===== config.mk =====
export PLATFORM = sky130hd
export DESIGN_NAME = lsu_top
export DESIGN_NICKNAME = d
export VERILOG_FILES = /design/src/lsu_pkg.sv /design/src/lsu_trans_if.sv /design/src/lsu_top.sv /design/src/lsu_rdata_align.sv /design/src/lsu_txn_ctrl.sv /design/src/lsu_req_gen.sv
export SDC_FILE = /design/constraint.sdc
export NUM_CORES = 1
export LEC_CHECK = 0
export ABC_AREA = 1
export BUFFER_PORTS_ARGS = -buffer_cell sky130_fd_sc_hd__buf_2
export CAP_MARGIN = 20
export CORE_MARGIN = 2
export CORE_UTILIZATION = 50
export CTS_BUF_LIST = sky130_fd_sc_hd__clkbuf_4 sky130_fd_sc_hd__clkbuf_8 sky130_fd_sc_hd__clkbuf_16
export CTS_CLUSTER_SIZE = 20
export DETAILED_ROUTE_END_ITERATION = 7
export MAX_ROUTING_LAYER = met4
export PLACE_DENSITY = 0.8
export SYNTH_ARGS = -nofsm -noshare
export SYNTH_HDL_FRONTEND = slang
export SYNTH_SLANG_ARGS = --single-unit

===== constraint.sdc =====
create_clock -name clk -period 3.1 [get_ports clk]
set_input_delay 0.465 -clock clk [delete_from_list [all_inputs] [get_ports clk]]
set_output_delay 0.465 -clock clk [all_outputs]
set_load 0.02 [all_outputs]

===== src/lsu_pkg.sv =====
package lsu_pkg;

  //////////////////////////////
  // widths
  //////////////////////////////

  parameter int unsigned XLEN = 32;         // data and address width
  parameter int unsigned BE_W = XLEN / 8;   // one enable per byte lane

  // byte offset of an access inside one bus word
  typedef logic [$clog2(BE_W)-1:0] lsu_offset_t;

  //////////////////////////////
  // access size
  //////////////////////////////

  // code 2'b11 has no name of its own
  // decoders fall through to the byte case for it
  typedef enum logic [1:0] {
    LSU_WORD = 2'b00,   // 32 bit
    LSU_HALF = 2'b01,   // 16 bit
    LSU_BYTE = 2'b10    // 8 bit
  } lsu_type_e;

  //////////////////////////////
  // load extension mode
  //////////////////////////////

  // upper bits of a sub-word load are filled with zeros, ones or the msb
  // any code other than zero or ones fill means sign fill
  typedef enum logic [1:0] {
    EXT_ZERO = 2'b00,   // zero fill
    EXT_SIGN = 2'b01,   // sign fill
    EXT_ONES = 2'b10    // ones fill
  } lsu_ext_e;

endpackage

===== src/lsu_trans_if.sv =====
`timescale 1ns/1ps

// one transaction request and its response
// request side is a plain valid/ready pair, response is a single strobe
interface lsu_trans_if;
  import lsu_pkg::*;

  logic            trans_valid;   // request present and a slot is free
  logic            trans_ready;   // bus grant
  logic [XLEN-1:0] trans_addr;    // byte address, word aligned in 2nd phase
  logic            trans_we;      // 1 = store
  logic [BE_W-1:0] trans_be;      // byte lanes touched
  logic [XLEN-1:0] trans_wdata;   // store data already in lane position

  logic            resp_valid;    // rvalid of the oldest outstanding txn
  logic [XLEN-1:0] resp_rdata;    // raw read word

  // request generator, fills in the payload of the request
  modport gen (
    output trans_addr, trans_we, trans_be, trans_wdata
  );

  // transaction controller, issues the request and returns the response
  modport ctrl (
    output trans_valid, resp_valid, resp_rdata,
    input  trans_ready, trans_addr, trans_we, trans_be, trans_wdata
  );

  // read data path only consumes responses
  modport sink (
    input resp_valid, resp_rdata
  );

endinterface


===== src/lsu_top.sv =====
`timescale 1ns/1ps

module lsu_top #(
  parameter int unsigned DEPTH = 2
) (
  input  logic                     clk,
  input  logic                     rst_n,
  // data bus
  output logic                     data_req_o,
  input  logic                     data_gnt_i,
  input  logic                     data_rvalid_i,
  output logic [lsu_pkg::XLEN-1:0] data_addr_o,
  output logic                     data_we_o,
  output logic [lsu_pkg::BE_W-1:0] data_be_o,
  output logic [lsu_pkg::XLEN-1:0] data_wdata_o,
  input  logic [lsu_pkg::XLEN-1:0] data_rdata_i,
  // execute stage
  input  logic                     data_we_ex_i,
  input  logic [1:0]               data_type_ex_i,        // 00 word, 01 half, 1x byte
  input  logic [lsu_pkg::XLEN-1:0] data_wdata_ex_i,
  input  logic [1:0]               data_reg_offset_ex_i,
  input  logic [1:0]               data_sign_ext_ex_i,    // 00 zero, 10 ones, else sign
  output logic [lsu_pkg::XLEN-1:0] data_rdata_ex_o,
  input  logic                     data_req_ex_i,
  input  logic [lsu_pkg::XLEN-1:0] operand_a_ex_i,
  input  logic [lsu_pkg::XLEN-1:0] operand_b_ex_i,
  input  logic                     addr_useincr_ex_i,
  input  logic                     data_misaligned_ex_i,
  output logic                     data_misaligned_o,
  // stalls
  output logic                     lsu_ready_ex_o,
  output logic                     lsu_ready_wb_o,
  output logic                     busy_o
);
  import lsu_pkg::*;

  lsu_offset_t addr_offset;  // byte offset, ex to wb
  logic        ctrl_update;

  lsu_trans_if trans_if ();

  assign trans_if.trans_ready = data_gnt_i;  // accepted on req and gnt

  lsu_req_gen u_req_gen (
    .operand_a_i       (operand_a_ex_i),
    .operand_b_i       (operand_b_ex_i),
    .addr_useincr_i    (addr_useincr_ex_i),
    .data_we_i         (data_we_ex_i),
    .data_type_i       (lsu_type_e'(data_type_ex_i)),
    .data_wdata_i      (data_wdata_ex_i),
    .data_reg_offset_i (data_reg_offset_ex_i),
    .data_req_i        (data_req_ex_i),
    .data_misaligned_i (data_misaligned_ex_i),
    .data_misaligned_o (data_misaligned_o),
    .addr_offset_o     (addr_offset),
    .trans             (trans_if.gen)
  );

  lsu_txn_ctrl #(
    .DEPTH (DEPTH)
  ) u_txn_ctrl (
    .clk            (clk),
    .rst_n          (rst_n),
    .data_req_ex_i  (data_req_ex_i),
    .data_gnt_i     (data_gnt_i),
    .data_rvalid_i  (data_rvalid_i),
    .data_rdata_i   (data_rdata_i),
    .trans          (trans_if.ctrl),
    .data_req_o     (data_req_o),
    .data_addr_o    (data_addr_o),
    .data_we_o      (data_we_o),
    .data_be_o      (data_be_o),
    .data_wdata_o   (data_wdata_o),
    .lsu_ready_ex_o (lsu_ready_ex_o),
    .lsu_ready_wb_o (lsu_ready_wb_o),
    .ctrl_update_o  (ctrl_update),
    .busy_o         (busy_o)
  );

  lsu_rdata_align u_rdata_align (
    .clk                  (clk),
    .rst_n                (rst_n),
    .ctrl_update_i        (ctrl_update),
    .data_we_i            (data_we_ex_i),
    .data_type_i          (lsu_type_e'(data_type_ex_i)),
    .data_sign_ext_i      (lsu_ext_e'(data_sign_ext_ex_i)),
    .addr_offset_i        (addr_offset),
    .data_misaligned_ex_i (data_misaligned_ex_i),
    .data_misaligned_i    (data_misaligned_o),
    .resp                 (trans_if.sink),
    .data_rdata_o         (data_rdata_ex_o)
  );

endmodule


===== src/lsu_rdata_align.sv =====
`timescale 1ns/1ps

module lsu_rdata_align (
  input  logic                     clk,
  input  logic                     rst_n,
  input  logic                     ctrl_update_i,        // access moves on to wb
  input  logic                     data_we_i,
  input  lsu_pkg::lsu_type_e       data_type_i,
  input  lsu_pkg::lsu_ext_e        data_sign_ext_i,
  input  lsu_pkg::lsu_offset_t     addr_offset_i,
  input  logic                     data_misaligned_ex_i, // 2nd phase in ex
  input  logic                     data_misaligned_i,    // 1st phase of a split in ex
  lsu_trans_if.sink                resp,
  output logic [lsu_pkg::XLEN-1:0] data_rdata_o
);
  import lsu_pkg::*;

  lsu_type_e       data_type_q;
  lsu_ext_e        data_sign_ext_q;
  lsu_offset_t     rdata_offset_q;
  logic            data_we_q;

  logic [XLEN-1:0] rdata_q;         // first word of a split, else last result
  logic [XLEN-1:0] rdata_w;         // word, joined if split
  logic [15:0]     rdata_h;         // raw half
  logic [7:0]      rdata_b;         // raw byte
  logic [XLEN-1:0] data_rdata_ext;

  // upper fill bit for the current mode
  function automatic logic fill_bit(input lsu_ext_e mode, input logic msb);
    case (mode)
      EXT_ZERO: return 1'b0;
      EXT_ONES: return 1'b1;
      default:  return msb;      // sign, also code 11
    endcase
  endfunction

  //////////////////////////////
  // wb control registers
  //////////////////////////////

  always_ff @(posedge clk, negedge rst_n)
  begin
    if (!rst_n)
    begin
      data_type_q     <= LSU_WORD;
      data_sign_ext_q <= EXT_ZERO;
      rdata_offset_q  <= '0;
      data_we_q       <= 1'b0;
    end
    else if (ctrl_update_i)
    begin
      data_type_q     <= data_type_i;
      data_sign_ext_q <= data_sign_ext_i;
      rdata_offset_q  <= addr_offset_i;   // same offset in both phases
      data_we_q       <= data_we_i;
    end
  end

  //////////////////////////////
  // lane select and join
  //////////////////////////////

  // split word, low bytes sit at the top of the held first word
  always_comb
  begin
    case (rdata_offset_q)
      2'b00:   rdata_w = resp.resp_rdata;
      2'b01:   rdata_w = {resp.resp_rdata[7:0],  rdata_q[31:8]};
      2'b10:   rdata_w = {resp.resp_rdata[15:0], rdata_q[31:16]};
      default: rdata_w = {resp.resp_rdata[23:0], rdata_q[31:24]};
    endcase
  end

  always_comb
  begin
    case (rdata_offset_q)
      2'b00:   rdata_h = resp.resp_rdata[15:0];
      2'b01:   rdata_h = resp.resp_rdata[23:8];
      2'b10:   rdata_h = resp.resp_rdata[31:16];
      default: rdata_h = {resp.resp_rdata[7:0], rdata_q[31:24]};  // split half
    endcase
  end

  assign rdata_b = resp.resp_rdata[{rdata_offset_q, 3'b000} +: 8];

  // extension
  always_comb
  begin
    case (data_type_q)
      LSU_WORD: data_rdata_ext = rdata_w;
      LSU_HALF: data_rdata_ext = {{(XLEN-16){fill_bit(data_sign_ext_q, rdata_h[15])}}, rdata_h};
      default:  data_rdata_ext = {{(XLEN-8){fill_bit(data_sign_ext_q, rdata_b[7])}}, rdata_b};
    endcase
  end

  // holding register, loads only
  always_ff @(posedge clk)
  begin
    if (resp.resp_valid && !data_we_q)
    begin
      if (data_misaligned_ex_i || data_misaligned_i)
        rdata_q <= resp.resp_rdata;   // keep raw first word for the join
      else
        rdata_q <= data_rdata_ext;
    end
  end

  // live on rvalid, held value otherwise
  assign data_rdata_o = resp.resp_valid ? data_rdata_ext : rdata_q;

endmodule


===== src/lsu_txn_ctrl.sv =====
`timescale 1ns/1ps

module lsu_txn_ctrl #(
  parameter int unsigned DEPTH = 2  // max outstanding transactions
) (
  input  logic                     clk,
  input  logic                     rst_n,
  input  logic                     data_req_ex_i,   // execute stage wants an access
  input  logic                     data_gnt_i,
  input  logic                     data_rvalid_i,
  input  logic [lsu_pkg::XLEN-1:0] data_rdata_i,
  lsu_trans_if.ctrl                trans,
  output logic                     data_req_o,
  output logic [lsu_pkg::XLEN-1:0] data_addr_o,
  output logic                     data_we_o,
  output logic [lsu_pkg::BE_W-1:0] data_be_o,
  output logic [lsu_pkg::XLEN-1:0] data_wdata_o,
  output logic                     lsu_ready_ex_o,
  output logic                     lsu_ready_wb_o,
  output logic                     ctrl_update_o,   // load wb control registers
  output logic                     busy_o
);

  localparam int unsigned CNT_W = $clog2(DEPTH + 1);

  logic [CNT_W-1:0] cnt_q;       // outstanding txns
  logic [CNT_W-1:0] cnt_d;
  logic             count_up;    // request accepted
  logic             count_down;  // response returned

  //////////////////////////////
  // request issue
  //////////////////////////////

  // no rvalid in this path, only the registered count
  assign trans.trans_valid = data_req_ex_i && (cnt_q < CNT_W'(DEPTH));
  assign trans.resp_valid  = data_rvalid_i;
  assign trans.resp_rdata  = data_rdata_i;

  // request fields are held stable by the execute stage, so straight to the bus
  assign data_req_o   = trans.trans_valid;
  assign data_addr_o  = trans.trans_addr;
  assign data_we_o    = trans.trans_we;
  assign data_be_o    = trans.trans_be;
  assign data_wdata_o = trans.trans_wdata;

  assign count_up   = trans.trans_valid && trans.trans_ready;
  assign count_down = trans.resp_valid;

  // stage readiness
  assign lsu_ready_wb_o = (cnt_q == '0) ? 1'b1 : trans.resp_valid;

  always_comb
  begin
    if (!data_req_ex_i)
      lsu_ready_ex_o = 1'b1;                          // idle ex stage
    else if (cnt_q == '0)
      lsu_ready_ex_o = count_up;                      // wb free, go on acceptance
    else if (cnt_q == CNT_W'(1))
      lsu_ready_ex_o = count_up && trans.resp_valid;  // wb frees in the same cycle
    else
      lsu_ready_ex_o = trans.resp_valid;
  end

  assign ctrl_update_o = lsu_ready_ex_o && data_req_ex_i;
  assign busy_o        = (cnt_q != '0) || trans.trans_valid;

  //////////////////////////////
  // outstanding counter
  //////////////////////////////

  always_comb
  begin
    case ({count_up, count_down})
      2'b10:   cnt_d = cnt_q + 1'b1;
      2'b01:   cnt_d = cnt_q - 1'b1;
      default: cnt_d = cnt_q;          // none or both
    endcase
  end

  always_ff @(posedge clk, negedge rst_n)
  begin
    if (!rst_n)
      cnt_q <= '0;
    else
      cnt_q <= cnt_d;
  end

  a_cnt_max : assert property (@(posedge clk) disable iff (!rst_n) cnt_q <= CNT_W'(DEPTH));
  a_no_spurious_rvalid : assert property (@(posedge clk) disable iff (!rst_n)
    data_rvalid_i |-> (cnt_q != '0));
  a_req_known : assert property (@(posedge clk) disable iff (!rst_n)
    data_req_o |-> !$isunknown({data_addr_o, data_we_o, data_be_o}));
  // waiting request keeps its fields until granted
  a_req_stable : assert property (@(posedge clk) disable iff (!rst_n)
    (data_req_o && !data_gnt_i) |=> (data_req_o && $stable(data_addr_o)
    && $stable(data_be_o) && $stable(data_we_o) && $stable(data_wdata_o)));

endmodule


===== src/lsu_req_gen.sv =====
`timescale 1ns/1ps

module lsu_req_gen (
  input  logic [lsu_pkg::XLEN-1:0] operand_a_i,        // base register
  input  logic [lsu_pkg::XLEN-1:0] operand_b_i,        // offset or increment
  input  logic                     addr_useincr_i,     // 1 = a + b, 0 = a
  input  logic                     data_we_i,
  input  lsu_pkg::lsu_type_e       data_type_i,
  input  logic [lsu_pkg::XLEN-1:0] data_wdata_i,
  input  lsu_pkg::lsu_offset_t     data_reg_offset_i,  // lane of the store data in the register
  input  logic                     data_req_i,
  input  logic                     data_misaligned_i,  // second phase of a split access
  output logic                     data_misaligned_o,  // split needed, ask for a 2nd phase
  output lsu_pkg::lsu_offset_t     addr_offset_o,      // byte offset for the read path
  lsu_trans_if.gen                 trans
);
  import lsu_pkg::*;

  logic [XLEN-1:0] data_addr_int;  // effective address
  lsu_offset_t     wdata_offset;   // rotation amount for store data

  //////////////////////////////
  // address
  //////////////////////////////

  assign data_addr_int = addr_useincr_i ? (operand_a_i + operand_b_i) : operand_a_i;
  assign addr_offset_o = data_addr_int[1:0];

  // 2nd phase always hits the following word from lane 0 up
  assign trans.trans_addr = data_misaligned_i ? {data_addr_int[XLEN-1:2], 2'b00}
                                              : data_addr_int;
  assign trans.trans_we   = data_we_i;

  //////////////////////////////
  // byte enables
  //////////////////////////////

  always_comb
  begin
    case (data_type_i)
      LSU_WORD:
      begin
        if (!data_misaligned_i)
          trans.trans_be = 4'b1111 << data_addr_int[1:0];    // low part, up to lane 3
        else
          trans.trans_be = ~(4'b1111 << data_addr_int[1:0]); // spill into next word
      end
      LSU_HALF:
      begin
        if (!data_misaligned_i)
          trans.trans_be = 4'b0011 << data_addr_int[1:0];    // offset 3 keeps lane 3 only
        else
          trans.trans_be = 4'b0001;                          // upper byte of the half
      end
      default: trans.trans_be = 4'b0001 << data_addr_int[1:0]; // byte, also code 11
    endcase
  end

  //////////////////////////////
  // store data rotation
  //////////////////////////////

  // move the register lane onto the bus lane
  // in the 2nd phase the same rotation puts the leftover bytes at lane 0
  assign wdata_offset = data_addr_int[1:0] - data_reg_offset_i;

  always_comb
  begin
    case (wdata_offset)
      2'b00:   trans.trans_wdata = data_wdata_i;
      2'b01:   trans.trans_wdata = {data_wdata_i[23:0], data_wdata_i[31:24]};
      2'b10:   trans.trans_wdata = {data_wdata_i[15:0], data_wdata_i[31:16]};
      default: trans.trans_wdata = {data_wdata_i[7:0],  data_wdata_i[31:8]};
    endcase
  end

  // misalignment check, first phase only
  always_comb
  begin
    data_misaligned_o = 1'b0;
    if (data_req_i && !data_misaligned_i)
    begin
      case (data_type_i)
        LSU_WORD: data_misaligned_o = (data_addr_int[1:0] != 2'b00);
        LSU_HALF: data_misaligned_o = (data_addr_int[1:0] == 2'b11);
        default:  data_misaligned_o = 1'b0;  // bytes never cross a word
      endcase
    end
  end

  // a word 2nd phase at offset 0 would give no lanes
  // it relies on the execute stage only splitting what was flagged
  always_comb
  begin
    a_be_nonzero : assert final (!data_req_i || (trans.trans_be != '0));
  end

endmodule


==> results.py <==
metrics = {
    "route": {
        "drtAntennaViolNets": 0,
        "first_pass_iters": 8,
        "drc_errors": 0,
        "avgViaCountPerCell": 5.65,
        "wl_um": 28900,
        "wire_per_inst_um": 15.7,
        "dr_total_vias": 10400,
        "dr.first_iter.drc_count": 1347,
    },
    "clock_tree": {
        "cts_buffers": 5,
        "clkLatencyLatePin_ns": 0.29,
        "clkSlewWorstSetupHoldPaths_ns": 0.06,
        "clockBufferDepth": 2,
        "htreeDepth": 2,
        "ctsHoldBuffers": 0,
        "cts.sinks": 41,
        "tritoncts": "built",
        "root_buffer": "clkbuf_16",
    },
    "worst_setup_path": {
        "cp_max_fo": 8,
        "crit_arrival_ns": 2.57,
        "cp_cell_sequence": "buf_4, ha_4, inv_2, fa_1, o21ai_4, buf_6, nand2b_4, buf_4, a21oi_4, clkbuf_16, nand2_1, nand4_1, buf_4",
        "crit_slowest_cell": "fa_1",
        "worstSetupEndpointType": "primary output",
        "crit_type": "in -> out",
        "cp.required_ns": 2.63,
        "cpLargestDelayFamily": "buffers and inverters",
        "cpMostUsedCell": "buf_4",
        "critPathBufInv": 6,
        "critPathMaxStageDelay_ns": 0.44,
        "critPathLaunchType": "input pin",
    },
    "die": {
        "rows": 45,
        "io_pins": 248,
        "initial_utilization": 0.506,
        "fp.dieArea_um2": 16300,
        "die_x_um": 128,
        "core_area_um2": 15100,
        "die_h_um": 128,
    },
    "timing": {
        "worst_clock_skew_ns": 0.00408,
        "fin_hold_ws_ns": 0.00741,
        "fmaxAchievable_mhz": 329,
        "setup_violations": 0,
        "worstMarginPinSlew_ns": 0.696,
        "fin_crit_sh": 0.980,
        "hold_viol": 0,
        "min_period_ns": 3.04,
        "slew_headroom": 0.535,
        "maxSlewViolCount": 0,
        "setup_ws_ns": 0.0610,
    },
    "placed_design": {
        "place_inst": 1823,
        "place_hpwl_um": 22500,
        "io_buffer_count": 247,
        "placed_area_um2": 9140,
        "finalWeightedCongestion": 1.04,
        "place_ws_ns": -0.000754,
    },
    "synthesis": {
        "ys_ff_latch": 41,
        "netlist_instances": 1417,
        "synth_warnings": 0,
        "synth_edf_count": 32,
        "synth_cell_types": 42,
        "synth.avg_cell_area_um2": 5.39,
        "synth_area_um2": 7640,
        "async_reset_ff_frac": 0.220,
        "yosysSeqAreaShare": 0.155,
        "syn_nets": 1604,
        "ys.flop_type": "edfxtp_1",
    },
    "grt": {
        "grt_pass1_wl_um": 44900,
        "track_usage": 0.347,
        "grt_start_max_net_pins": 44,
        "grt_util_met1": 0.454,
        "grt_antenna_before_repair": 1,
        "busiest_layer": "met2",
        "grt-ovfl-total": 0,
        "grt_pass1_vias": 9323,
        "met3_usage": 0.0373,
        "met2_usage": 0.555,
    },
    "outcome": {
        "status": "finished clean",
    },
    "final_layout": {
        "final_cell_mix": "nand2_1 (588), buf_2 (229), inv_1 (179), nand3_1 (136), o21ai_0 (70)",
        "layout_commonest_cell": "nand2_1",
        "drive_above_1_share": 0.196,
        "instances_no_fill": 1836,
        "design_area_um2": 9490,
        "nets": 1833,
        "syn2layout_area_growth_pct": 24.2,
    },
    "pwr": {
        "comb_power_share": 0.756,
        "switchingPower_mw": 3.63,
        "internal_power_mw": 2.84,
        "seqPwrFrac": 0.158,
        "power_density_nw_per_um2": 682,
        "total_power_mw": 6.48,
        "irDropWorstVdd_mv": 0.377,
        "p_leak_nw": 5.38,
        "clkPwrFrac": 0.086,
        "swShare": 0.561,
    },
    "worst_hold_path": {
        "min_path_type": "in -> async",
    },
    "run": {
        "drv_cap": 0,
    },
}
metrics by stage:
stage	TNS [ns]	utilization
finish	0	0.629
global route	-0.0457	0.629
CTS	0	0.616
detailed placement	-0.000754	0.606
global placement	0	0.606
floorplan	0	-
Yosys cell counts, types with 15 or more instances:
master,number,area (µm²)
a21oi_1,62,310
buf_2,16,80.1
clkbuf_1,36,135
edfxtp_1,32,961
ha_1,44,551
inv_1,181,679
nand2_1,590,2210
nand3_1,136,681
nand4_1,37,231
nor2_1,56,210
o211ai_1,20,150
o21ai_0,71,355
o21ai_1,36,180
o22ai_1,15,93.8
xnor2_1,15,131
worst paths after layout:
check	slack, ns	startpoint	endpoint	depth (start not counted)
min in group clk	0.37	data_sign_ext_ex_i[1]	u_rdata_align.data_sign_ext_q[1]$_DFFE_PN0P_	3
hold / removal	0.007	rst_n	u_txn_ctrl.cnt_q[1]$_DFFE_PN0P_	1
setup reg to reg	0.97	u_rdata_align.rdata_offset_q[1]$_DFFE_PN0P_	u_rdata_align.rdata_q[28]$_DFFE_PP_	8
hold reg to reg	0.50	u_rdata_align.data_sign_ext_q[1]$_DFFE_PN0P_	u_rdata_align.data_sign_ext_q[1]$_DFFE_PN0P_	2
max in group asynchronous	2.91	rst_n	u_rdata_align.rdata_offset_q[0]$_DFFE_PN0P_	1
setup / recovery	0.06	operand_a_ex_i[0]	data_wdata_o[28]	13
layout make-up:
class	count	area, µm²
Antenna cell	1	2.50
Clock buffer	6	139
Timing Repair Buffer	283	1670
Clock inverter	2	13.8
Tap cell	188	235
Multi-Input combinational cell	1125	5520
Fill cell	1558	5600
Inverter	190	724
Sequential cell	41	1190
power groups by stage:
stage | combinational [mW] | clock [mW] | sequential (mW)
2_1_floorplan | 3.32 | 0 | 0.951
3_3_place_gp | 4.65 | 0 | 1.02
3_5_place_dp | 4.69 | 0 | 1.03
4_1_cts | 4.71 | 0.554 | 1.02
5_1_grt | 5.36 | 0.579 | 1.05
6_report | 4.90 | 0.554 | 1.03
kinds of logic (layout without fill, tap and decap cells):
logic type	Yosys count	count (layout)	share of synthesized area
AND/OR/NAND/NOR	839	839	0.455
buffers and inverters	251	481	0.131
AO/OA/AOI/OAI	224	224	0.165
adder cells (fa/ha/maj)	45	45	0.0747
flip-flops	41	41	0.155
XOR/XNOR	17	17	0.0195
other	0	1	0
sequential cells by signal, summed over array words and instances (netlist names):
| signal | cells |
|---|---|
| u_rdata_align.data_sign_ext_q | 2 |
| u_rdata_align.data_type_q | 2 |
| u_rdata_align.data_we_q | 1 |
| u_rdata_align.rdata_offset_q | 2 |
| u_rdata_align.rdata_q | 32 |
| u_txn_ctrl.cnt_q | 2 |
repair_timing:
| item | 4_1_cts | 5_1_grt |
|---|---|---|
| setup endpoints to repair | 0 | 54 |
| buffers inserted | 0 | 1 |
| gates resized for setup | 0 | 41 |
metal layers:
metal  vias to the layer above  wire length, µm
li1                       5071                -
met1                      4609            11800
met2                       606            13300
met3                        89             2730
met4                         0             1070
met5                         -                0
Note: power is estimated with default switching activity, not from simulation.
